--- src/soc_pkg.sv ---
package soc_pkg;

    // one bus access as driven by a master
    // wstrb all clear means a read
    typedef struct packed {
        logic [31:0] addr;
        logic [31:0] wdata;
        logic [3:0]  wstrb;
    } bus_req_t;

    // response payload, valid in the ready cycle
    typedef struct packed {
        logic [31:0] rdata;
    } bus_rsp_t;

    // master index, 0 is the instruction port and 1 the data port
    typedef logic master_idx_t;

    localparam master_idx_t MST_IMEM = 1'b0;
    localparam master_idx_t MST_DMEM = 1'b1;

    // address map
    localparam logic [31:0] RAM_BASE     = 32'h0000_0000;
    localparam logic [31:0] UART_TX_ADDR = 32'h1000_0000;
    localparam logic [31:0] SYSINFO_ADDR = 32'h1000_0004;

    // any set byte strobe turns the access into a write
    function automatic logic req_is_write(input bus_req_t req);
        return |req.wstrb;
    endfunction

endpackage
--- src/uart_tx.sv ---
module uart_tx import soc_pkg::*; #(
    parameter int unsigned CLKS_PER_BIT = 8
) (
    input  logic     clk,
    input  logic     arst_n,
    input  logic     valid,
    input  bus_req_t req,
    output logic     ready,
    output bus_rsp_t rsp,
    output logic     txd
);

    localparam int unsigned    CNT_W    = $clog2(CLKS_PER_BIT + 1);
    localparam logic [CNT_W-1:0] LAST_CLK = CNT_W'(CLKS_PER_BIT - 1);

    logic             busy;
    logic             load;
    logic             bit_end;
    logic [3:0]       bit_cnt;
    logic [CNT_W-1:0] clk_cnt;
    // data bits then stop bit, shifted out lsb first
    logic [8:0]       shifter;

    assign load    = valid && !busy && req_is_write(req);
    assign bit_end = clk_cnt == LAST_CLK;

    // status reads always see the transmitter as ready
    assign rsp.rdata = '1;

    always_ff @(posedge clk) begin
        if (load) begin
            shifter <= {1'b1, req.wdata[7:0]};
        end else if (busy && bit_end) begin
            shifter <= shifter >> 1;
        end
    end

    always_ff @(posedge clk or negedge arst_n) begin
        if (!arst_n) begin
            busy    <= 1'b0;
            ready   <= 1'b0;
            txd     <= 1'b1;
            bit_cnt <= 4'd0;
            clk_cnt <= '0;
        end else begin
            ready <= 1'b0;
            if (!busy) begin
                if (load) begin
                    // start bit from the next cycle on
                    busy    <= 1'b1;
                    txd     <= 1'b0;
                    bit_cnt <= 4'd0;
                    clk_cnt <= '0;
                end else if (valid) begin
                    ready <= 1'b1;
                end
            end else if (bit_end) begin
                clk_cnt <= '0;
                if (bit_cnt == 4'd9) begin
                    // stop bit done, complete the write
                    busy  <= 1'b0;
                    ready <= 1'b1;
                    txd   <= 1'b1;
                end else begin
                    txd     <= shifter[0];
                    bit_cnt <= bit_cnt + 4'd1;
                end
            end else begin
                clk_cnt <= clk_cnt + 1'b1;
            end
        end
    end

endmodule

--- config.mk ---
export PLATFORM = sky130hd
export DESIGN_NAME = uart_tx
export DESIGN_NICKNAME = d
export VERILOG_FILES = /design/src/soc_pkg.sv /design/src/uart_tx.sv
export SDC_FILE = /design/constraint.sdc
export NUM_CORES = 1
export LEC_CHECK = 0
export ABC_AREA = 1
export BUFFER_PORTS_ARGS = -buffer_cell sky130_fd_sc_hd__buf_2
export CAP_MARGIN = 40
export CORE_MARGIN = 2
export CORE_UTILIZATION = 39
export CTS_CLUSTER_DIAMETER = 80
export DETAILED_ROUTE_END_ITERATION = 12
export PLACE_DENSITY = 0.8
export SETUP_SLACK_MARGIN = 0.5
export SYNTH_ARGS = -nofsm -noshare
export SYNTH_HDL_FRONTEND = slang
export SYNTH_SLANG_ARGS = --single-unit
--- constraint.sdc ---
create_clock -name clk -period 1.6 [get_ports clk]
set_input_delay 0.16 -clock clk [delete_from_list [all_inputs] [get_ports clk]]
set_output_delay 0.16 -clock clk [all_outputs]
set_load 0.01 [all_outputs]
Word level (Yosys, flattened, before mapping)

Cells that the tools add are included.

Mux-type cells: 21
Reductions and logical operators: 9
Eq/ne operators: 4
Add/sub/neg operators: 2

Operators by type and width:

| operator                                                        | number |
|---|---|
| 4-bit two-way mux                                               | 6 |
| 8-bit two-way mux                                               | 2 |
| 1-bit two-way mux                                               | 13 |
| 4-bit by 1-bit adder with 4-bit output, second input constant   | 2 |
| 4-bit by 3-bit == test with 1-bit output, second input constant | 1 |
| 4-bit == test, second input constant                            | 1 |
| 2-bit nonzero test                                              | 2 |
| 4-bit OR reduction                                              | 1 |
| 1-bit logical AND                                               | 3 |
| 3-bit AND reduction                                             | 1 |
| 2-bit by 1-bit != test with 1-bit output, second input constant | 1 |
| 2-bit != test, second input constant                            | 1 |
| 2-bit AND reduction                                             | 1 |
| 1-bit logical NOT                                               | 1 |

Register bits after elaboration: 20

Longest topological paths before layout

Word-level depth: 5
Mapped depth: 7
Gate-level depth less buffers: 7

Worst setup path after synthesis

No wires, ideal clock.

Kind: reg-to-reg
Start point: register clk_cnt[0]
End point: register shifter[0], enable pin
Path buffers: 0
Data required time: 1.271 ns
Clock period less this slack: 1.412 ns
Slack: 0.188 ns
Arrival time: 1.083 ns
Cell stages (with the launch flop): 6
Path through: dfrtp_1 > ha_1 > nand2_1 > nor2_4 > nand2_1 > nand2_1

Longest elaborated chain between the ends: 3

RTL lines:

| element                                  | RTL line      | RTL |
|---|---|---|
| start: declaration                       | uart_tx.sv:20 | `logic [CNT_W-1:0] clk_cnt;` |
| start signal: assignment                 | uart_tx.sv:69 | `clk_cnt <= clk_cnt + 1'b1;` |
| 4-bit by 3-bit == test with 1-bit output | uart_tx.sv:25 | `assign bit_end = clk_cnt == LAST_CLK;` |
| 1-bit logical AND                        | uart_tx.sv:33 | `end else if (busy && bit_end) begin` |
| 2-bit nonzero test (no source line)      | --            |  |
| end signal: assignment                   | uart_tx.sv:32 | `shifter <= {1'b1, req.wdata[7:0]};` |
| end signal: assignment                   | uart_tx.sv:34 | `shifter <= shifter >> 1;` |
| end: declaration                         | uart_tx.sv:22 | `logic [8:0] shifter;` |

Every way passes these cells.
A chain may end at the register's enable or synchronous reset.

Worst setup path after layout

Start point: register clk_cnt[1]
End point: register shifter[3], enable pin

The elaborated chain is that of the path after synthesis.

==> metrics.txt <==
Cell Area, Synth between 1000 and 1500 µm²; Post-DP Area between 1000 and 1500 µm²; first-pass GRT wire length around 3.6 mm; startpoint types flip-flop; RePlAce Congestion 0.770; 1st-pass router iterations 4; leakage power ~0.83 nW; unrepaired setup endpoints after global routing true; root buffer cell clkbuf_4; post-synthesis sequential area ratio roughly 41%; Hold Path Class in -> reg; number of clock sinks 20; reg2reg setup slack between 200 and 300 ps; Worst-path clk slew 120 ps; clk_skew 4.36 ps; hold-critical path depth 3; HPWL Detailed ~1.5 mm; total track usage 13.4%; Syn-to-layout area delta 25.9%; CP arrival 1360 ps; worst-path fanout max 8; Power Dens Cells between 600 and 700 nW/µm²; die span in y ~62 µm; share of cells above drive strength 1 between 30% and 40%; dpl ws between 200 and 250 ps; cell area after layout approximately 1600 µm²; Post-Synthesis Cells 150; final worst-path cycle share about four fifths; Clock Tree Buf Depth 2; DRC Markers 0; Post-DRT Antenna Nets 0; max frequency ~760 MHz; DR iter-0 viols 13; global route overflow 0; fill count between 200 and 300; Std-Cell Rows 20; H-tree levels 1; core footprint between 3000 and 4000 µm²; Initial Util a little over two fifths; Final Max Tran Viols 0; initial antenna violation count 0; I/O pins 105; Die ar. 3790 µm²; PortBufs 16; CTS tree yes; status complete, no violations; die width about 60 µm; Worst VDD drop roughly 260 µV; WHS about 130 ps; vias about 1k; synthesized area per cell 8.62 µm²; Final WS setup ~300 ps; fin crit period around 1300 ps; Routed WL around 2.6 mm; worst path required time ~1700 ps; Antenna diodes 0; vias per cell roughly 4.5; clk_lat worst skew 330 ps; FF-to-FF path depth 5; Worst setup EP type flip-flop; Synth warnings 0; largest net degree at the start of global routing 13; setup_tns 0 ps; Synth cell types 23; max-cap viol count 0; Final Total Pwr just over 1 mW; wire per inst roughly 11 µm; cts bufs inserted 3; vias in the first global route about 800; crit path kind reg -> reg; Final setup viols 0; Synth Register Bits 20; final net count roughly 260; Hold Vio Cnt, Final 0
==> final timing paths <==
kind                                             start                     end
worst max-delay path            clk_cnt[1]$_DFFE_PN0P_    shifter[3]$_DFFE_PP_
worst min-delay path                            req[6]    shifter[2]$_DFFE_PP_
worst max register to register  clk_cnt[1]$_DFFE_PN0P_    shifter[3]$_DFFE_PP_
worst min register to register    shifter[6]$_DFFE_PP_    shifter[5]$_DFFE_PP_
max in group asynchronous                       arst_n         txd$_DFFE_PN1P_
min in group asynchronous                       arst_n  clk_cnt[2]$_DFFE_PN0P_
==> worst max-delay path, stage by stage, from the launching register on <==
cell and delay, ps:
dfrtp_1 380, ha_2 200, nand2_2 80, nor2_4 140, nand2_2 110, nand2_4 130
==> layout by cell type (no fill, tap or decap), types with 2 or more instances in the layout <==
| master | count |
|---|---|
| ha_1 | 2 |
| edfxtp_1 | 8 |
| inv_1 | 9 |
| nand2_1 | 25 |
| clkbuf_4 | 3 |
| inv_2 | 2 |
| nand3_2 | 9 |
| buf_2 | 15 |
| nand2_4 | 5 |
| a21oi_1 | 3 |
| nor2_1 | 7 |
| nor2_4 | 3 |
| dfrtp_1 | 9 |
| buf_12 | 2 |
| o21ai_2 | 2 |
| nand3_1 | 10 |
| conb_1 | 32 |
| nand2_8 | 2 |
| buf_4 | 9 |
| buf_6 | 3 |
| nand2_2 | 10 |
==> flip-flops by register name (all words and copies together), names as in the netlist <==
| signal | flops |
|---|---|
| bit_cnt | 4 |
| busy | 1 |
| clk_cnt | 4 |
| ready | 1 |
| shifter | 9 |
| txd | 1 |
==> layer usage <==
layer	share of wire (%)	global-route usage, %
met5	0	0
met4	2.5	8.21
met3	6.8	1.47
met2	51	21.7
met1	40	17.0
==> report_power, final <==
part | switching [mW] | internal (mW) | total, mW
Combinational | 0.0532 | 0.0150 | 0.0682
Sequential | 0 | 0.530 | 0.530
Clock | 0.178 | 0.254 | 0.432
==> final cells by class <==
type                            instances  area [µm²]  area share, %
Clock inverter                          1        30.0           1.84
Inverter                               12        48.8           3.00
Tap cell                               44        55.1           3.38
Sequential cell                        20         538           33.0
Clock buffer                            3        22.5           1.38
Timing Repair Buffer                   30         226           13.9
Multi-Input combinational cell        117         708           43.5
==> through the flow <==
stage | std cells | utilization, %
after floorplan | 181 | -
final | 227 | 52.5
after detailed placement | 207 | 42.1
after CTS | 223 | 48.8
after global placement | 207 | 42.1
after global routing | 227 | 52.5
==> kinds of logic after synthesis <==
family                   after synthesis  share of synthesized area, %
AO/OA/AOI/OAI                          7                          2.71
XOR/XNOR                               1                         0.677
adder cells (fa/ha/maj)                3                          2.90
buffers and inverters                 47                          24.9
flip-flops                            20                          41.5
other                                  1                         0.290
AND/OR/NAND/NOR                       71                          27.1
==> synth_stat cells (all sizes together) <==
library cell / count / share of area [%]
clkbuf: 1 / 1.1
dfstp: 1 / 2.0
ha: 3 / 2.9
dfxtp: 1 / 1.5
buf: 34 / 20
nand2: 39 / 13
edfxtp: 8 / 19
nand3: 20 / 8.7
xnor2: 1 / 0.68
inv: 12 / 3.5
conb: 1 / 0.29
a21oi: 3 / 1.2
dfrtp: 10 / 19
nor2: 11 / 5.2
o21ai: 4 / 1.5
nand4: 1 / 0.48
==> what timing repair did <==
action,4_1_cts,5_1_grt
resized for setup,13,18
setup endpoints to repair,29,29
gates cloned,2,1
buffers inserted,9,3
pin swaps,9,12
hold buffers,1,0
endpoints found under the hold margin,11,0
Power figures use the tool's default switching activity.
