$ cat src/soc_pkg.sv
package soc_pkg;

    // one bus access as driven by a master
    // wstrb all clear means a read
    typedef struct packed {
        logic [31:0] addr;
        logic [31:0] wdata;
        logic [3:0]  wstrb;
    } bus_req_t;

    // response payload, valid in the ready cycle
    typedef struct packed {
        logic [31:0] rdata;
    } bus_rsp_t;

    // master index, 0 is the instruction port and 1 the data port
    typedef logic master_idx_t;

    localparam master_idx_t MST_IMEM = 1'b0;
    localparam master_idx_t MST_DMEM = 1'b1;

    // address map
    localparam logic [31:0] RAM_BASE     = 32'h0000_0000;
    localparam logic [31:0] UART_TX_ADDR = 32'h1000_0000;
    localparam logic [31:0] SYSINFO_ADDR = 32'h1000_0004;

    // any set byte strobe turns the access into a write
    function automatic logic req_is_write(input bus_req_t req);
        return |req.wstrb;
    endfunction

endpackage
$ cat src/bus_decoder.sv
module bus_decoder import soc_pkg::*; #(
    parameter int unsigned RAM_WORDS  = 256,
    parameter logic [31:0] SYS_CLK_HZ = 32'd1_000_000
) (
    input  logic     clk,
    input  logic     arst_n,

    input  logic     bus_valid,
    input  bus_req_t bus_req,
    output logic     bus_ready,
    output bus_rsp_t bus_rsp,

    output logic     ram_valid,
    input  logic     ram_ready,
    input  bus_rsp_t ram_rsp,

    output logic     uart_valid,
    input  logic     uart_ready,
    input  bus_rsp_t uart_rsp
);

    localparam logic [31:0] RAM_BYTES = 32'(RAM_WORDS * 4);

    logic     sel_ram;
    logic     sel_uart;
    logic     sel_sys;
    logic     sel_none;
    logic     loc_strobe;
    logic     loc_ready;
    logic     pending;
    bus_rsp_t loc_rsp;

    // offset compare covers the whole ram window
    assign sel_ram  = (bus_req.addr - RAM_BASE) < RAM_BYTES;
    assign sel_uart = bus_req.addr == UART_TX_ADDR;
    assign sel_sys  = bus_req.addr == SYSINFO_ADDR;
    assign sel_none = !(sel_ram || sel_uart || sel_sys);

    // one strobe per access
    assign ram_valid  = bus_valid && sel_ram && !ram_ready && !pending;
    assign uart_valid = bus_valid && sel_uart && !uart_ready && !pending;
    // sysinfo and unmapped share the local responder
    assign loc_strobe = bus_valid && (sel_sys || sel_none) && !loc_ready && !pending;

    always_ff @(posedge clk or negedge arst_n) begin
        if (!arst_n) begin
            pending   <= 1'b0;
            loc_ready <= 1'b0;
        end else begin
            loc_ready <= loc_strobe;
            if (bus_ready) begin
                pending <= 1'b0;
            end else if (ram_valid || uart_valid || loc_strobe) begin
                pending <= 1'b1;
            end
        end
    end

    // clock frequency on sysinfo reads, zero otherwise
    always_ff @(posedge clk) begin
        if (loc_strobe) begin
            loc_rsp.rdata <= (sel_sys && !req_is_write(bus_req)) ? SYS_CLK_HZ : 32'h0;
        end
    end

    assign bus_ready = ram_ready || uart_ready || loc_ready;
    assign bus_rsp   = ram_ready  ? ram_rsp  :
                       uart_ready ? uart_rsp :
                       loc_rsp;

endmodule

$ cat config.mk
export PLATFORM = sky130hd
export DESIGN_NAME = bus_decoder
export DESIGN_NICKNAME = d
export VERILOG_FILES = /design/src/soc_pkg.sv /design/src/bus_decoder.sv
export SDC_FILE = /design/constraint.sdc
export NUM_CORES = 1
export LEC_CHECK = 0
export ABC_AREA = 0
export BUFFER_PORTS_ARGS = -buffer_cell sky130_fd_sc_hd__buf_2
export CELL_PAD_IN_SITES_DETAIL_PLACEMENT = 1
export CELL_PAD_IN_SITES_GLOBAL_PLACEMENT = 1
export CORE_UTILIZATION = 10
export CTS_CLUSTER_DIAMETER = 30
export DETAILED_ROUTE_END_ITERATION = 8
export PLACE_DENSITY_LB_ADDON = 0.1
export REMOVE_ABC_BUFFERS = 1
export SLEW_MARGIN = 5
export SYNTH_ARGS = -nofsm -noshare
export SYNTH_HDL_FRONTEND = slang
export SYNTH_SLANG_ARGS = --single-unit
$ cat constraint.sdc
create_clock -name clk -period 2.75 [get_ports clk]
set_input_delay 0.6875 -clock clk [delete_from_list [all_inputs] [get_ports clk]]
set_output_delay 0.6875 -clock clk [all_outputs]
set_load 0.005 [all_outputs]
# [Yosys cells after proc, flatten, opt, wreduce, memory -nomap -nowiden]
# Cells that the tools add are included.
[totals] reg_bits=34 inputBits=137 out_inout_bits=35 word_cells=36
[op_classes] n_lt_le_gt_ge=1 n_eq_ne=2 n_mux=5 reduce_logical=25
[ops] op="32-bit by 29-bit == test with 1-bit output (second input constant)" count=2
[ops] op="32-bit 2-to-1 mux" count=2
[ops] op="32-bit by 11-bit < comparator with 1-bit output (second input constant)" count=1
[ops] op="20-bit 2-to-1 mux" count=1
[ops] op="1-bit logical AND" count=10
[ops] op="1-bit logical OR" count=7
[ops] op="1-bit zero test" count=6
[ops] op="4-bit OR reduction" count=1
[ops] op="1-bit 2-to-1 mux" count=2
[ops] op="2-bit nonzero test" count=1

# [Longest topological paths before layout]
# Gate-level depths: netlist of run 1.
[depth] word_depth=11 depth_mapped=5 depth_no_buf=4

# [Worst setup path after synthesis of run 1]
# Ideal clock, no wire load.
[synth_path] path_kind="input -> output" startpoint="input port bus_req[40] in the netlist's numbering" endpoint="output port uart_valid" t_arrival_ps=1977 required_time_ps=2062 path_slack_ps=85 cell_stages=3 n_path_buf=0 path_cell_list="or4_4 > or4_1 > nor4_2"
[synth_via] elab_chain_cells=4
[synth_rtl] item="start, declared" line_no="bus_decoder.sv:9" source="input bus_req_t bus_req,"
[synth_rtl] item="32-bit by 29-bit == test with 1-bit output" line_no="bus_decoder.sv:35" source="assign sel_uart = bus_req.addr == UART_TX_ADDR;"
[synth_rtl] item="1-bit logical AND (3 in a row)" line_no="bus_decoder.sv:41" source="assign uart_valid = bus_valid && sel_uart && !uart_ready && !pending;"
[synth_rtl] item="end, declared" line_no="bus_decoder.sv:17" source="output logic uart_valid,"
# Every way passes these cells.

# [Worst setup path after layout of run 1]
[layout_path] startpoint="input port bus_req[36] in the netlist's numbering" endpoint="output port uart_valid"
# Same word-level chain as after synthesis.

==> results of run 1 <==
-- sequential cells by signal, indices dropped and copies added, names as in the netlist --
name       count
loc_rsp        1
loc_ready      1
pending        1
-- logic make-up (layout without fill, tap and decap cells) --
family          after synthesis  after routing  share of synthesized area, %
compound gates               42             42                          49.9
buf+inv                      12            153                          7.07
flops                         3              3                          12.6
simple gates                 34             34                          30.5
-- power by group --
part           internal, mW  switching [mW]  total (mW)
clock                0.0990          0.0302       0.129
combinational         0.112          0.0763       0.188
sequential           0.0491         0.00128      0.0504
total                 0.260           0.108       0.368
-- final cells by class --
cell class / instances / area, um^2
fillers: 794 / 4510
repair buffers: 146 / 754
multi-input cells: 76 / 528
well taps: 75 / 93.8
flip-flops and latches: 3 / 80.1
clock buffers: 4 / 45.0
inverters: 3 / 11.3
-- worst register-to-register path, stage by stage, from the launching register on --
cell     delay [ns]
dfrtp_1        0.39
or3_1          0.40
nor4_4         0.25
buf_4          0.15
buf_4          0.09
o41a_1         0.12
-- synthesized netlist by cell type, drive strengths merged --
library cell	n
a22o	24
nand2	10
clkbuf	9
o21ai	8
a21oi	7
nor4	6
nor3	5
or4	5
inv	3
nor2b	3
dfrtp	2
o41a	2
edfxtp	1
nand2b	1
nand3	1
nand4	1
nor2	1
o311a	1
or3	1
-- metal layers --
| metal | GRT usage, % | share of wire (%) |
|---|---|---|
| met3 | 1.89 | 12 |
| met1 | 11.1 | 38 |
| met4 | 2.46 | 0.48 |
| met5 | 0 | 0 |
| met2 | 19.4 | 49 |
-- cell usage in the layout (no fill, tap or decap), drive strengths merged --
cell type  instances
buf              146
a22o              24
nand2             10
o21ai              8
a21oi              7
nor4               6
nor3               5
or4                5
clkbuf             4
nor2b              3
inv                3
o41a               2
dfrtp              2
nor2               1
nand4              1
nand2b             1
or3                1
o311a              1
nand3              1
edfxtp             1
-- worst max path at each step --
stage	from	end	slack (ns)	cells after the start
after floorplan	bus_req[40]	uart_valid	0.09	3
after global placement	bus_req[40]	uart_valid	-0.25	5
after detailed placement	bus_req[40]	uart_valid	-0.25	5
after CTS	bus_req[39]	uart_valid	-0.08	5
after global routing	bus_req[36]	uart_valid	-0.13	5
final	bus_req[36]	uart_valid	-0.08	5
-- through the flow --
| step | instance area, um^2 | setup TNS, ns | worst slack (ns) | util, % | cells |
|---|---|---|---|---|---|
| after floorplan | 603 | 0 | 0.0854 | - | 82 |
| after detailed placement | 1440 | -0.247 | -0.247 | 23.9 | 302 |
| after global placement | 1440 | -0.249 | -0.249 | 23.9 | 302 |
| final | 1510 | -0.0769 | -0.0769 | 25.1 | 307 |
| after CTS | 1510 | -0.0819 | -0.0819 | 25.0 | 307 |
| after global routing | 1510 | -0.221 | -0.129 | 25.1 | 307 |
-- what timing repair did --
item                                    CTS  global route
endpoints found under the setup margin    1             2
gates resized for setup                   3             1
buffers inserted                          1             0
pin swaps                                 3             0
gates cloned                              0             0
==> metrics.md, run 1 <==
| Metric | Value |
|---|---|
| CP peak stage delay | 0.51 ns |
| WP data arrival | 2.14 ns |
| # diodes | 0 |
| Period utilization | 103% |
| CP max-delay cell | or4_4 |
| Initial Util | 10.6% |
| Worst r2r path cells | 5 |
| Placement Rows | 28 |
| Reg2reg setup slack | 1.29 ns |
| Chip height | 81.8 um |
| WP data required | 2.06 ns |
| Die W | 81.8 um |
| Synth area leaders | a22o_1, dfrtp_1, o21ai_0 |
| Worst Hold Class | input port to asynchronous set/reset pin |
| Via density | 4.26 |
| Unrepaired setup endpoints after global routing | yes |
| Status | finished, violations left |
| CTS sink count | 3 |
| Initial antenna violation count | 0 |
| Final GP Congestion | 0.727 |
| Seq cells post-synth | 3 |
| Synthesis Warnings | 0 |
| Leak | 0.845 nW |
| Largest net degree at the start of global routing | 25 |
| Max Cap Viol | 0 |
| Critical path's top delay family | simple AND/OR/NAND/NOR gates |
| Total gr overflow | 0 |
| Critical-path cell list | buf_2, or4_4, or4_4, nor4_4, buf_2 |
| Final hold violations | 0 |
| Post-synthesis sequential area ratio | 12.6% |
| DRT iter0 DRCs | 6 |
| Synthesized area | 637 um^2 |
| CTS tree | done |
| Synth-to-Final Area Change | 138% |
| Pwr dens | 243 nW/um^2 |
| # H-tree levels | 1 |
| Clock latency at the later pin of the worst-skew pair | 0.22 ns |
| WL/cell | 12.8 um |
| Peak VDD IR | 0.177 mV |
| Clock Tree Root | clkbuf_8 |
| DRC Markers | 0 |
| Num ports | 172 |
| Total CTS buffers | 3 |
| First drt pass iteration count | 2 |
| Slew Limit Fails | 0 |
| Total die area | 6690 um^2 |
| Reg clk slew, reported paths | 0.03 ns |
| Failing checks | setup timing |
| Core Region | 6030 um^2 |
| Deepest clock path buffer count | 2 |
| WL final | 3.92 mm |
| Maximum clock frequency | 354 MHz |
| Top-area cell type share of the netlist area | 33.0% |
| Post-DRT Antenna Nets | 0 |
| Clk_skew | 0.00349 ns |
| Synthesized area per cell | 7.00 um^2 |
| # nets final | 370 |
| Largest area contributor in the netlist | a22o_1 |
| Slew HR | 62.3% |
| Setup violators final | 1 |
| Share of cells above drive strength 1 | 65.9% |
| CTS Hold Buffers Added | 0 |
| CP Buf/Inv Count | 2 |
| Vias in the first global route | 1183 |
| First-pass GRT wire length | 5.33 mm |
| WHS | 0.250 ns |
| Worst setup EP type | output pin |
| Startpoint class of the critical path | input port |
| Setup CP Type | input port to output pin |
| Worst reg2reg endpoint | pending |
| Routed vias | 1308 |
| Min Tclk post-route | 2.83 ns |
| Design Power | 0.368 mW |
| Final setup margin | -0.0769 ns |
| Worst-Margin Slew | 0.565 ns |
| Cells after Synth | 91 |
| Number of library cell types mapped by synthesis | 21 |
| Reg-to-Reg Start | pending |
| Detailed Place HPWL | 3.24 mm |
| Worst-path fanout max | 2 |
| PortBufs | 139 |
| Total GRT Usage | 10.1% |
(Power assumes the default switching activity.)
==> run 2: changes to the inputs <==
Settings changed: PLACE_DENSITY from default to 0.83, PLACE_DENSITY_LB_ADDON 0.1 to default.
==> metrics.md, run 2 (same netlist as run 1, synthesis figures left out) <==
| Metric | Value |
|---|---|
| CP most frequent cell | or4_4 |
| Core Region | 6030 um^2 (unchanged) |
| WL/cell | 12.6 um (was 12.8 um) |
| Startpoint class of the critical path | input port (unchanged) |
| Final hold violations | 0 (unchanged) |
| Worst setup EP type | output pin (unchanged) |
| Period utilization | 103% (about the same) |
| Worst-Margin Slew | 0.322 ns (was 0.565 ns) |
| WL final | 3.95 mm (was 3.92 mm) |
| Initial Util | 10.6% (unchanged) |
| Final setup margin | -0.0806 ns (was -0.0769 ns) |
| P_int | 0.262 mW (was 0.260 mW) |
| Psw | 0.109 mW (was 0.108 mW) |
| Max Cap Viol | 0 (unchanged) |
| Total gr overflow | 0 (unchanged) |
| Slew Limit Fails | 0 (unchanged) |
| Clk_skew | 0.000537 ns (was 0.00349 ns) |
| Num ports | 172 (unchanged) |
| Pwr dens | 236 nW/um^2 (was 243 nW/um^2) |
| DRC Markers | 0 (unchanged) |
| Most frequent cells in the layout | buf_2, a22o_1, nand2_1 (unchanged) |
| First drt pass iteration count | 3 (was 2) |
| Setup violators final | 1 (unchanged) |
| Clock latency at the later pin of the worst-skew pair | 0.21 ns (was 0.22 ns) |
| CP peak stage delay | 0.52 ns (was 0.51 ns) |
| PortBufs | 139 (unchanged) |
| Detailed Place HPWL | 3.26 mm (was 3.24 mm) |
| Total GRT Usage | 10.6% (was 10.1%) |
| Chip height | 81.8 um (unchanged) |
| Slew HR | 78.4% (was 62.3%) |
| Part of the power in registers | 13.7% (about the same) |
| Reg clk slew, reported paths | 0.03 ns (about the same) |
| Combinational power share | 52.0% (was 51.1%) |
| DRT iter0 DRCs | 15 (was 6) |
| Failing checks | setup timing (unchanged) |
| Total die area | 6690 um^2 (unchanged) |
| Die W | 81.8 um (unchanged) |
| Commonest non-fill, non-tap cell in the layout | buf_2 (unchanged) |
| Initial antenna violation count | 0 (unchanged) |
| Sw frac | 29.4% (was 29.3%) |
| WP data arrival | 2.14 ns (about the same) |
| # diodes | 0 (unchanged) |
| Status | finished, violations left (unchanged) |
| Worst Hold Class | input port to asynchronous set/reset pin (unchanged) |
| Via density | 4.38 (was 4.26) |
| Fin util | 26.1% (was 25.1%) |
| Clock Tree Root | clkbuf_8 (unchanged) |
| Largest net degree at the start of global routing | 43 (was 25) |
| # nets final | 375 (was 370) |
| Total CTS buffers | 3 (unchanged) |
| CTS sink count | 3 (unchanged) |
| Top Registers | loc_ready: 1 flops, loc_rsp: 1 flops, pending: 1 flops (unchanged) |
| Placement Rows | 28 (unchanged) |
| Worst-path fanout max | 2 (unchanged) |
| Setup CP Type | input port to output pin (unchanged) |
| Vias in the first global route | 1309 (was 1183) |
| Deepest clock path buffer count | 2 (unchanged) |
| Critical-path cell list | buf_6, or4_4, or4_4, nor4_4, buf_2 (was buf_2, or4_4, or4_4, nor4_4, buf_2) |
| Clock power share | 34.3% (was 35.2%) |
| Leak | 0.879 nW (was 0.845 nW) |
| WP data required | 2.06 ns (about the same) |
| Final GP Congestion | 0.763 (was 0.727) |
| CTS tree | done (unchanged) |
| First-pass GRT wire length | 5.46 mm (was 5.33 mm) |
| Routed vias | 1367 (was 1308) |
| Share of cells above drive strength 1 | 66.7% (was 65.9%) |
| Maximum clock frequency | 353 MHz (was 354 MHz) |
| CP max-delay cell | or4_4 (unchanged) |
| # H-tree levels | 1 (unchanged) |
| Post-DRT Antenna Nets | 0 (unchanged) |
| Min Tclk post-route | 2.83 ns (about the same) |
| WHS | 0.254 ns (was 0.250 ns) |
| Synth-to-Final Area Change | 147% (was 138%) |
| Peak VDD IR | 0.167 mV (was 0.177 mV) |
| Unrepaired setup endpoints after global routing | yes (unchanged) |
-- run 2: cell count changes in the layout (fill, tap and decap cells not counted) --
cell	previous run	this run
buf_6	1	4
buf_12	0	1
buf_4	7	8
-- run 2: per-layer routing --
layer	global-route usage, %	vias to the layer above	wire, um
met3	0.889	0	475
met2	24.4	108	2110
met4	1.58	0	0
met5	0	-	0
met1	9.65	602	1360
li1	-	657	-
-- run 2: timing repair --
item | CTS | global route
resized for setup | 6 | 1
hold buffers | 0 | 0
endpoints found under the setup margin | 1 | 2
buffers inserted | 9 | 0
pin swaps | 4 | 1
-- run 2: final cells by class --
cell class / count / area (um^2)
fillers: 781 / 4450
repair buffers: 151 / 816
multi-input cells: 76 / 528
well taps: 75 / 93.8
flip-flops and latches: 3 / 80.1
clock buffers: 4 / 45.0
inverters: 3 / 11.3
-- run 2: path summary, 6_finish.rpt --
check	to	slack [ns]	depth (start not counted)	from
hold reg to reg	loc_ready	0.52	1	pending
max in group asynchronous	pending	2.40	1	arst_n
setup reg to reg	pending	0.85	10	pending
setup / recovery	uart_valid	-0.08	5	bus_req[39]
min in group clk	loc_ready	0.52	1	pending
hold / removal	loc_ready	0.25	1	arst_n
-- run 2: power by group through the flow --
stage / registers [mW] / clock network (mW) / logic (mW)
final: 0.0508 / 0.127 / 0.193
after global routing: 0.0511 / 0.131 / 0.217
after CTS: 0.0506 / 0.129 / 0.195
after detailed placement: 0.0511 / 0 / 0.192
after global placement: 0.0509 / 0 / 0.187
after floorplan: 0.0506 / 0 / 0.0577
-- run 2: critical path, delay by kind of cell --
kind | cells | cell delay, ns
AND/OR/NAND/NOR | 3 | 1.20
buffers and inverters | 2 | 0.25
-- run 2: through the flow --
step / cells / total power [mW] / worst slack (ns) / cell area, um^2 / TNS [ns]
floorplan: 82 / 0.108 / 0.0854 / 603 / 0
global placement: 301 / 0.238 / -0.223 / 1440 / -0.223
detailed placement: 301 / 0.243 / -0.255 / 1440 / -0.255
CTS: 314 / 0.374 / -0.0832 / 1590 / -0.0832
global route: 312 / 0.399 / -0.129 / 1570 / -0.129
finish: 312 / 0.371 / -0.0806 / 1570 / -0.0806
