<file path="config.mk">
export PLATFORM = sky130hd
export DESIGN_NAME = bus_arbiter
export DESIGN_NICKNAME = d
export VERILOG_FILES = /design/src/soc_pkg.sv /design/src/bus_arbiter.sv
export SDC_FILE = /design/constraint.sdc
export NUM_CORES = 1
export LEC_CHECK = 0
export ABC_CLOCK_PERIOD_IN_PS = 1300
export BUFFER_PORTS_ARGS = -buffer_cell sky130_fd_sc_hd__buf_2
export CORE_AREA = 5 5 105 107
export CTS_CLUSTER_DIAMETER = 150
export DETAILED_ROUTE_END_ITERATION = 16
export DIE_AREA = 0 0 110 112
export GPL_TIMING_DRIVEN = 0
export PLACE_DENSITY = 0.55
export SLEW_MARGIN = 20
export SYNTH_ARGS = -nofsm -noshare
export SYNTH_HDL_FRONTEND = slang
export SYNTH_SLANG_ARGS = --single-unit
</file>
<file path="constraint.sdc">
create_clock -name clk -period 1.3 [get_ports clk]
set_input_delay 0.065 -clock clk [delete_from_list [all_inputs] [get_ports clk]]
set_output_delay 0.065 -clock clk [all_outputs]
set_load 0.01 [all_outputs]
</file>
<file path="src/soc_pkg.sv">
package soc_pkg;

    // one bus access as driven by a master
    // wstrb all clear means a read
    typedef struct packed {
        logic [31:0] addr;
        logic [31:0] wdata;
        logic [3:0]  wstrb;
    } bus_req_t;

    // response payload, valid in the ready cycle
    typedef struct packed {
        logic [31:0] rdata;
    } bus_rsp_t;

    // master index, 0 is the instruction port and 1 the data port
    typedef logic master_idx_t;

    localparam master_idx_t MST_IMEM = 1'b0;
    localparam master_idx_t MST_DMEM = 1'b1;

    // address map
    localparam logic [31:0] RAM_BASE     = 32'h0000_0000;
    localparam logic [31:0] UART_TX_ADDR = 32'h1000_0000;
    localparam logic [31:0] SYSINFO_ADDR = 32'h1000_0004;

    // any set byte strobe turns the access into a write
    function automatic logic req_is_write(input bus_req_t req);
        return |req.wstrb;
    endfunction

endpackage
</file>
<file path="src/bus_arbiter.sv">
module bus_arbiter import soc_pkg::*; (
    input  logic           clk,
    input  logic           arst_n,

    // master side
    input  logic [1:0]     m_valid,
    input  bus_req_t [1:0] m_req,
    output logic [1:0]     m_ready,
    output bus_rsp_t       m_rsp,

    // shared bus towards the decoder
    output logic           bus_valid,
    output bus_req_t       bus_req,
    input  logic           bus_ready,
    input  bus_rsp_t       bus_rsp
);

    logic        busy;
    master_idx_t grant;
    master_idx_t last;
    master_idx_t pick;

    // round robin pick, the master not served last wins a tie
    always_comb begin
        if (m_valid[0] && m_valid[1]) begin
            pick = ~last;
        end else if (m_valid[MST_DMEM]) begin
            pick = MST_DMEM;
        end else begin
            pick = MST_IMEM;
        end
    end

    // grant is locked from the sampled valid until bus_ready,
    // then the bus stays idle for one cycle
    always_ff @(posedge clk or negedge arst_n) begin
        if (!arst_n) begin
            busy  <= 1'b0;
            grant <= MST_IMEM;
            // so that master 0 wins the first tie
            last  <= MST_DMEM;
        end else begin
            if (busy) begin
                if (bus_ready) begin
                    busy <= 1'b0;
                end
            end else if (|m_valid) begin
                busy  <= 1'b1;
                grant <= pick;
                last  <= pick;
            end
        end
    end

    assign bus_valid = busy;
    assign bus_req   = m_req[grant];

    // ready only to the granted master, data to both
    assign m_ready[MST_IMEM] = busy && bus_ready && (grant == MST_IMEM);
    assign m_ready[MST_DMEM] = busy && bus_ready && (grant == MST_DMEM);
    assign m_rsp             = bus_rsp;

endmodule

</file>
### Yosys cells after proc, flatten, opt, wreduce, memory -nomap -nowiden

Index checks and enable logic that the tools add are counted.

| word-level totals | value |
|---|---|
| flip-flop bits (word level) | 3 |
| input port bits | 173 |
| output and inout port bits | 103 |
| word-level logic and storage cells | 20 |

| operators by class | value |
|---|---|
| order comparisons | 1 |
| muxes and demuxes | 7 |
| bitwise logic cells | 3 |
| reductions and logical operators | 6 |

Operator list:

| kind | count |
|---|---|
| $mux W68 | 2 |
| $mux W1 | 5 |
| $logic_and A1 B1 Y1 | 4 |
| $not A1 Y1 | 3 |
| $lt A1 B2 Y1 const B | 1 |
| $reduce_and A2 Y1 | 1 |
| $reduce_or A2 Y1 | 1 |

### Logic depth before layout (Yosys ltp)

Gate-level depths: netlist (run 1).

| depth | value |
|---|---|
| depth in word-level cells | 3 |
| gate-level depth with buffers | 3 |
| depth with buffers taken out | 2 |

### Worst setup path before layout (run 1)

OpenSTA, ideal clock, no wires.

| path | value |
|---|---|
| path type | register -> output |
| start point | reg grant |
| end point | out bus_req[0] in the netlist's numbering |
| data arrival time | 0.966 ns |
| required time | 1.235 ns |
| setup slack | 0.269 ns |
| stages on the path, launching flop included | 4 |
| buffers on the path | 2 |
| cells stage by stage | dfrtp_1 buf_6 buf_12 mux2_4 |

RTL lines:

| what | line | RTL |
|---|---|---|
| start: declaration | bus_arbiter.sv:19 | `master_idx_t grant;` |
| start signal: assignment | bus_arbiter.sv:49 | `grant <= pick;` |
| end: declaration | bus_arbiter.sv:13 | `output bus_req_t bus_req,` |

==> flow_metrics.py, run 1 <==
metrics = {
    "status": {
        "status": "complete, but fails checks",
        "violations": "negative setup slack",
    },
    "cts": {
        "cts_buffers": 3,
        "clk_pin_slew_ns": 0.03,
        "clock_sinks": 3,
        "root_buffer": "clkbuf_8",
        "h-tree-depth": 1,
        "clock_latency_ns": 0.21,
        "cts_tree": "done",
        "cts_buffer_depth": 2,
    },
    "logic_synthesis": {
        "synth_area_leader_cell": "mux2_4",
        "syn_nets": 294,
        "yosysUniqueCellTypes": 17,
        "ys_warn_count": 0,
        "yosys_register_bits": 3,
        "synth_area_leaders": "mux2_4 65%, buf_4 16%, buf_12 7.8%",
        "synth-async-reset-ratio": 1.00,
        "netlist_top_cells_count": "67 x mux2_4, 32 x buf_4, 6 x buf_12, 2 x dfrtp_1, 2 x nand2_1",
        "ys_seq_area_frac": 0.0495,
        "synth_edf_count": 0,
        "avgSynthCellArea_sq_um": 12.7,
        "synthFlopType": "dfrtp_1",
        "yosysMostFrequentCell": "mux2_4",
        "syn_area_sq_um": 1540,
        "synth_top_area_share": 0.653,
        "syn_inst": 121,
    },
    "finish": {
        "nNetsFinal": 546,
        "finalInstanceArea_sq_um": 3470,
        "multiInputGateArea_sq_um": 1090,
        "diodes": 0,
        "fill_cells": 1004,
        "finish.utilization": 0.345,
        "syn_to_final_growth_pct": 125,
        "regArea_sq_um": 76.3,
        "drive_gt1_frac": 0.968,
    },
    "sta": {
        "maxSlewViolCount": 0,
        "skew_ns": 0.00413,
        "min_period_over_period": 1.10,
        "worstMarginPinSlew_ns": 0.198,
        "hold_viol_final": 0,
        "setup_tns_ns": -7.63,
        "fin_ws_ns": -0.124,
        "setup_violations": 69,
        "slew-limit-headroom": 0.868,
        "max_freq_ghz": 0.702,
        "rsz0062_at_grt": "yes",
        "fin_crit_ns": 1.42,
    },
    "worst_setup_path": {
        "cp.arrival_ns": 1.36,
        "cp-start-kind": "register",
        "crit_type": "reg -> out",
        "cp_max_fo": 8,
        "cp.required_ns": 1.24,
        "endpoint_kind": "output pin",
    },
    "floorplan": {
        "dieWidth_um": 110,
        "rows": 37,
        "die_y_um": 112,
        "die_area_sq_um": 12300,
        "io_pins": 276,
        "start_util": 0.153,
        "core-area_sq_um": 10000,
    },
    "global_routing": {
        "antenna_found_initial": 0,
        "grt_max_degree": 11,
        "grt_pass1_wl_mm": 9.45,
        "overflow": 0,
        "grt.total_usage": 0.0953,
        "grt_pass1_vias": 1977,
    },
    "pwr": {
        "p_leak_nw": 1.99,
        "seqPwrFrac": 0.042,
        "p_per_area_nw_per_um2": 1010,
        "clkPwrFrac": 0.076,
        "switching_share": 0.336,
        "p_int_mw": 2.33,
        "vdd_drop_max_v": 0.000892,
        "switching_power_mw": 1.18,
        "comb_power_share": 0.882,
    },
    "route": {
        "viasPerCell": 3.70,
        "wl_mm": 7.05,
        "wl_per_cell_um": 13.9,
        "via_count": 1879,
        "drc": 0,
        "dr.first_iter.drc_count": 36,
        "firstDrtPassIters": 3,
        "ant_nets": 0,
    },
    "placement": {
        "port_buffers": 243,
        "dpl-instance-area_sq_um": 2930,
        "hpwl_mm": 6.23,
        "place_congestion": 0.695,
    },
    "job": {
        "maxCapViolCount": 0,
    },
    "min_path": {
        "hold_path.class": "in -> reg",
    },
}
## cell type report
| cell class | count | area share |
|---|---|---|
| Timing Repair Buffer | 247 | 0.486 |
| Multi-Input combinational cell | 77 | 0.313 |
| Buffer | 40 | 0.115 |
| Tap cell | 136 | 0.0490 |
| Sequential cell | 3 | 0.0220 |
| Clock buffer | 4 | 0.0130 |
| Inverter | 1 | 0.00108 |
## layer usage
metal	vias to the layer above	global-route usage	share of wire
met4	0	0.00416	0.0014
met5	-	0	0
met2	155	0.195	0.54
li1	901	-	-
met3	2	0.0226	0.14
met1	821	0.0993	0.31
## timing repair
| item | 4_1_cts | 5_1_grt |
|---|---|---|
| pin swaps | 1 | 1 |
| setup buffers | 3 | 0 |
| gates resized for setup | 77 | 4 |
| endpoints found under the hold margin | 3 | 0 |
| setup endpoints to repair | 69 | 71 |
| hold buffers | 1 | 0 |
## stage by stage
step / hold slack [ns] / instances / worst slack (ns) / total power [mW]
finish: 0.107 / 508 / -0.124 / 3.52
detailed placement: -0.137 / 500 / 0.00984 / 2.63
floorplan: -0.231 / 121 / 0.269 / 1.84
global route: 0.123 / 508 / -0.166 / 3.71
CTS: 0.103 / 508 / -0.143 / 3.54
global placement: -0.135 / 500 / 0.00692 / 2.61
## cell usage in the layout, fill, tap and decap left out, drive strengths merged
cell	n
dfstp	1
inv	1
dlygate4sd3	1
clkbuf	4
nor3b	1
o31a	1
nand2b	1
nor2	1
a32o	1
and3	1
a21o	1
nand2	2
mux2	68
dfrtp	2
buf	286
## flip-flops by register name, indices dropped and copies added (netlist names)
register   flops
bus_valid      1
grant          1
last           1
## power groups by stage
stage	combinational, mW	sequential, mW	clock, mW
finish	3.10	0.147	0.268
CTS	3.12	0.147	0.272
floorplan	1.70	0.141	0
global placement	2.47	0.141	0
global route	3.28	0.149	0.281
detailed placement	2.49	0.143	0
## critical path, stage by stage, from the launching register on
cell and delay [ns]:
dfrtp_1 0.39, buf_12 0.16, buf_12 0.15, mux2_4 0.30, buf_6 0.13
## kinds of logic after synthesis
family / count (synthesis) / share of synthesized area
AO/OA/AOI/OAI: 3 / 0.0170
multiplexers: 68 / 0.660
buffers and inverters: 41 / 0.253
AND/OR/NAND/NOR: 6 / 0.0203
flip-flops: 3 / 0.0495
## worst paths after layout
check                      startpoint           to  slack [ns]  cells after the start
max                             grant  bus_req[63]       -0.12                      4
max reg2reg                     grant        grant        0.05                      5
min in group asynchronous      arst_n        grant        0.17                      2
max in group asynchronous      arst_n         last        0.93                      2
min reg2reg                      last         last        0.53                      1
min                        m_valid[0]    bus_valid        0.11                      2
No activity file was read; power rests on OpenSTA's default activity.
==> run 2, diff against run 1 <==
CTS_CLUSTER_DIAMETER = unset   (was 150)
PLACE_DENSITY = unset   (was 0.55)
PLACE_DENSITY_LB_ADDON = 0.1   (was unset)
==> run 2 against run 1 <==
The flow still finishes with violations (negative setup slack). Final area shrank 1.0%. Combinational power shrank 2%. Utilization shrank 0.36 points. Clock-buffer cell count is the same. Register-to-register slack is essentially flat. Non-clock buffer count is the same. Cell count is the same. Global-route usage grew 0.31 points. Critical path type unchanged. Largest power group unchanged.
==> flow_metrics.py, run 2 (same netlist as run 1, synthesis figures left out) <==
metrics = {
    "finish": {
        "fill_cells": 1010,
        "final_cell_mix": "178 x buf_2, 67 x mux2_4, 66 x buf_6, 34 x buf_4, 8 x buf_12",
        "diodes": 0,
        "finalInstanceArea_sq_um": 3430,
        "finish.utilization": 0.342,
        "syn_to_final_growth_pct": 123,
        "final_common_cell": "buf_2",
        "drive_gt1_frac": 0.965,
        "nNetsFinal": 546,
    },
    "route": {
        "wl_per_cell_um": 14.2,
        "wl_mm": 7.21,
        "dr.first_iter.drc_count": 48,
        "via_count": 1889,
        "drc": 0,
        "ant_nets": 0,
        "firstDrtPassIters": 4,
        "viasPerCell": 3.72,
    },
    "pwr": {
        "switching_share": 0.335,
        "p_leak_nw": 1.98,
        "power.total_mw": 3.46,
        "p_int_mw": 2.30,
        "vdd_drop_max_v": 0.000675,
        "clkPwrFrac": 0.079,
        "switching_power_mw": 1.16,
        "seqPwrFrac": 0.042,
        "comb_power_share": 0.879,
        "p_per_area_nw_per_um2": 1010,
    },
    "sta": {
        "whs_ns": 0.104,
        "min_period_over_period": 1.09,
        "skew_ns": 0.00264,
        "fin_crit_ns": 1.42,
        "max_freq_ghz": 0.707,
        "slew-limit-headroom": 0.861,
        "rsz0062_at_grt": "yes",
        "worstMarginPinSlew_ns": 0.208,
        "setup_violations": 69,
        "fin_ws_ns": -0.115,
        "maxSlewViolCount": 0,
        "hold_viol_final": 0,
    },
    "floorplan": {
        "die_y_um": 112,
        "rows": 37,
        "core-area_sq_um": 10000,
        "die_area_sq_um": 12300,
        "io_pins": 276,
        "dieWidth_um": 110,
        "start_util": 0.153,
    },
    "placement": {
        "port_buffers": 243,
        "hpwl_mm": 6.41,
        "place_congestion": 0.752,
        "dpl-instance-area_sq_um": 2930,
    },
    "global_routing": {
        "grt_pass1_wl_mm": 9.80,
        "grt_pass1_vias": 2066,
        "grt_max_degree": 11,
        "overflow": 0,
        "grt.total_usage": 0.0984,
        "antenna_found_initial": 0,
    },
    "cts": {
        "clk_pin_slew_ns": 0.03,
        "h-tree-depth": 1,
        "cts_tree": "done",
        "clock_sinks": 3,
        "cts_buffer_depth": 2,
        "clock_latency_ns": 0.22,
        "root_buffer": "clkbuf_8",
        "cts_buffers": 3,
    },
    "status": {
        "violations": "negative setup slack",
        "status": "complete, but fails checks",
    },
    "worst_setup_path": {
        "crit_type": "reg -> out",
        "cp_max_fo": 10,
        "cp-start-kind": "register",
        "endpoint_kind": "output pin",
        "cp.required_ns": 1.24,
        "cp.arrival_ns": 1.35,
        "regToRegSetupSlack_ns": 0.05,
    },
    "min_path": {
        "hold_path.class": "in -> reg",
    },
    "job": {
        "maxCapViolCount": 0,
    },
}
## run 2: cell counts in the layout (fill, tap and decap cells not counted)
Identical to the previous run, type by type.
## run 2: power groups by stage
stage / combinational [mW] / clock, mW / sequential [mW]
CTS: 2.94 / 0.280 / 0.145
floorplan: 1.70 / 0 / 0.141
global route: 3.21 / 0.295 / 0.149
global placement: 2.48 / 0 / 0.143
finish: 3.04 / 0.273 / 0.147
detailed placement: 2.47 / 0 / 0.143
## run 2: metal layers
metal	track usage	wire length, um	vias to the layer above
li1	-	-	900
met1	0.0960	2240	816
met2	0.199	3890	167
met3	0.0278	996	6
met4	0.0175	82	0
met5	0	0	-
## run 2: repair_timing
| item | 4_1_cts | 5_1_grt |
|---|---|---|
| setup buffers | 0 | 3 |
| pin swaps | 0 | 1 |
| endpoints found under the setup margin | 68 | 69 |
| cloned | 0 | 0 |
| hold buffers | 1 | 0 |
| resized for setup | 58 | 12 |
| endpoints found under the hold margin | 3 | 0 |
## run 2: critical path, cell delays in order, from the launching register on
cell     delay, ns
dfrtp_1       0.38
buf_12        0.16
buf_12        0.15
mux2_4        0.31
buf_6         0.12
## run 2: cell type report
| type | instances | area (sq um) | share of cell area |
|---|---|---|---|
| plain buffers | 40 | 400 | 0.117 |
| clock buffers | 4 | 45.0 | 0.0131 |
| inverters | 1 | 3.75 | 0.00109 |
| multi-input cells | 77 | 1080 | 0.314 |
| flip-flops and latches | 3 | 76.3 | 0.0222 |
| well taps | 136 | 170 | 0.0495 |
| repair buffers | 247 | 1660 | 0.483 |
## run 2: path summary, 6_finish.rpt
kind / end / cells after the start / start
min: bus_valid / 2 / m_valid[0]
max: bus_req[21] / 4 / grant
min in group asynchronous: bus_valid / 2 / arst_n
min reg2reg: last / 1 / last
max reg2reg: grant / 5 / grant
max in group asynchronous: last / 2 / arst_n
## run 2: metrics by stage
| step | std cells | worst slack, ns | TNS (ns) |
|---|---|---|---|
| CTS | 505 | -0.134 | -7.73 |
| global route | 508 | -0.158 | -9.66 |
| finish | 508 | -0.115 | -6.74 |
| detailed placement | 500 | 0.0544 | 0 |
| floorplan | 121 | 0.269 | 0 |
| global placement | 500 | 0.0617 | 0 |
==> run 3, diff against run 2 <==
ABC_AREA = 1   (was unset)
CORE_AREA = 5 5 103 105   (was 5 5 105 107)
DIE_AREA = 0 0 108 110   (was 0 0 110 112)
==> run 3 against run 2 <==
The flow still finishes with violations (negative setup slack). Register-to-register slack improved by 0.33 ns. Final area down 17%. Flip-flop and latch count did not move.
==> flow_metrics.py, run 3 <==
metrics = {
    "status": {
        "status": "complete, but fails checks",
        "violations": "negative setup slack",
    },
    "global_routing": {
        "overflow": 0,
        "grt_max_degree": 11,
        "grt.total_usage": 0.116,
        "grt_pass1_vias": 2266,
        "antenna_found_initial": 0,
        "grt_pass1_wl_mm": 11.0,
    },
    "floorplan": {
        "dieWidth_um": 108,
        "start_util": 0.129,
        "core-area_sq_um": 9550,
        "rows": 36,
        "die_area_sq_um": 11900,
        "io_pins": 276,
        "die_y_um": 110,
    },
    "route": {
        "wl_per_cell_um": 12.8,
        "viasPerCell": 3.70,
        "via_count": 2408,
        "firstDrtPassIters": 4,
        "ant_nets": 0,
        "drc": 0,
        "dr.first_iter.drc_count": 128,
        "wl_mm": 8.34,
    },
    "pwr": {
        "vdd_drop_max_v": 0.000599,
        "p_leak_nw": 1.95,
        "p_per_area_nw_per_um2": 1410,
        "power.total_mw": 4.03,
    },
    "worst_setup_path": {
        "cpPeakStageDelay_ns": 0.36,
        "worstPathCellList": "buf_6 -> inv_8 -> buf_8 -> buf_12 -> nand2_2 -> nand2_1 -> buf_2",
        "crit_buf_inv": 5,
        "crit_family": "buffers and inverters",
        "slowest_stage": "dfrtp_1",
        "crit_type": "reg -> out",
        "endpoint_kind": "output pin",
        "cp_max_fo": 8,
        "cp-start-kind": "register",
        "cp.arrival_ns": 1.28,
        "cp.required_ns": 1.24,
    },
    "finish": {
        "nNetsFinal": 692,
        "fill_cells": 1148,
        "diodes": 0,
        "final_common_cell": "buf_2",
        "final_cell_mix": "243 x buf_2, 189 x nand2_1, 36 x buf_4, 19 x nand2_2, 7 x buf_6",
        "syn_to_final_growth_pct": 132,
        "drive_gt1_frac": 0.616,
    },
    "cts": {
        "clk_pin_slew_ns": 0.03,
        "cts_buffers": 3,
        "clock_sinks": 3,
        "clock_latency_ns": 0.21,
        "cts_tree": "done",
        "h-tree-depth": 1,
        "root_buffer": "clkbuf_8",
        "cts_buffer_depth": 2,
    },
    "min_path": {
        "hold_path.class": "in -> reg",
    },
    "logic_synthesis": {
        "ys_warn_count": 0,
        "syn_area_sq_um": 1230,
        "yosysMostFrequentCell": "nand2_1",
        "synth_edf_count": 0,
        "yosysUniqueCellTypes": 11,
        "synth_adder_area_share": 0,
        "synth_area_leaders": "nand2_1 64%, buf_4 20%, buf_2 4.9%",
        "yosys.area_share.xor_xnor": 0,
        "synth-async-reset-ratio": 1.00,
        "synth_top_area_share": 0.642,
        "yosys_register_bits": 3,
        "synthFlopType": "dfrtp_1",
        "ys_seq_area_frac": 0.0622,
        "avgSynthCellArea_sq_um": 4.60,
        "netlist_top_cells_count": "210 x nand2_1, 33 x buf_4, 12 x buf_2",
        "synth_compound_area_frac": 0.00815,
        "syn_inst": 267,
        "synth_mux_area_frac": 0,
        "yosys.area_share.simple": 0.652,
        "synth_area_leader_cell": "nand2_1",
        "synth_top_family_by_area": "simple AND/OR/NAND/NOR gates",
        "syn_nets": 440,
    },
    "sta": {
        "setup_violations": 16,
        "rsz0062_at_grt": "yes",
        "skew_ns": 0.00157,
        "worstMarginPinSlew_ns": 0.316,
        "whs_ns": 0.0558,
        "slew-limit-headroom": 0.787,
        "maxSlewViolCount": 0,
        "min_period_over_period": 1.03,
        "fin_crit_ns": 1.34,
        "fin_ws_ns": -0.0431,
        "hold_viol_final": 0,
        "max_freq_ghz": 0.745,
    },
    "placement": {
        "place_congestion": 0.764,
        "hpwl_mm": 7.17,
        "port_buffers": 243,
    },
    "job": {
        "maxCapViolCount": 0,
    },
}
## run 3: cell types whose count changed after synthesis, sizes merged, moves of 2 or more
| cell | change |
|---|---|
| nand2 | +208 |
| mux2 | -68 |
| o21ai | +2 |
| buf | +7 |
## run 3: cells by family after synthesis
| family | Yosys count |
|---|---|
| AO/OA/AOI/OAI | 2 |
| flip-flops | 3 |
| buffers and inverters | 49 |
| AND/OR/NAND/NOR | 213 |
## run 3: per-layer routing
layer / part of all wire / vias to the layer above / GRT usage
met1: 0.32 / 1018 / 0.115
met4: 0.011 / 0 / 0.0207
met3: 0.095 / 6 / 0.0233
li1: - / 1259 / -
met5: 0 / - / 0
met2: 0.57 / 125 / 0.245
## run 3: where the power goes
part	internal, mW	leakage (nW)	switching [mW]	total [mW]
Sequential	0.138	0.0342	0.0197	0.157
Combinational	1.57	1.89	2.03	3.60
Clock	0.209	0.0228	0.0611	0.270
## run 3: layout make-up
type                            instances  area, sq um  share of cell area
Sequential cell                         3         76.3              0.0268
Multi-Input combinational cell        215          873               0.307
Inverter                                2         15.0             0.00527
Tap cell                              133          166              0.0584
Timing Repair Buffer                  247         1320               0.462
Clock buffer                            4         45.0              0.0158
Buffer                                 47          357               0.125
## run 3: worst paths after layout
| kind | from | to | slack (ns) | cells past startpoint |
|---|---|---|---|---|
| max in group asynchronous | arst_n | last | 0.92 | 2 |
| hold reg to reg | last | last | 0.46 | 2 |
| min in group asynchronous | arst_n | grant | 0.18 | 2 |
| setup reg to reg | grant | grant | 0.38 | 4 |
| setup / recovery | grant | bus_req[4] | -0.04 | 7 |
| hold / removal | bus_ready | bus_valid | 0.06 | 2 |
## run 3: timing repair
item | 4_1_cts | 5_1_grt
buffers inserted | 2 | 0
gates resized for setup | 21 | 19
endpoints found under the setup margin | 69 | 68
gates cloned | 0 | 1
endpoints found under the hold margin | 3 | 0
pin swaps | 3 | 7
hold buffers | 1 | 0
## run 3: metrics by stage
| step | TNS (ns) | worst slack [ns] | area [sq um] | instances | utilization |
|---|---|---|---|---|---|
| floorplan | 0 | 0.322 | 1230 | 267 | - |
| global placement | 0 | 0.0511 | 2610 | 643 | 0.273 |
| detailed placement | 0 | 0.0650 | 2610 | 643 | 0.273 |
| CTS | -2.40 | -0.0652 | 2770 | 650 | 0.290 |
| global route | -5.29 | -0.114 | 2850 | 651 | 0.298 |
| finish | -0.439 | -0.0431 | 2850 | 651 | 0.298 |
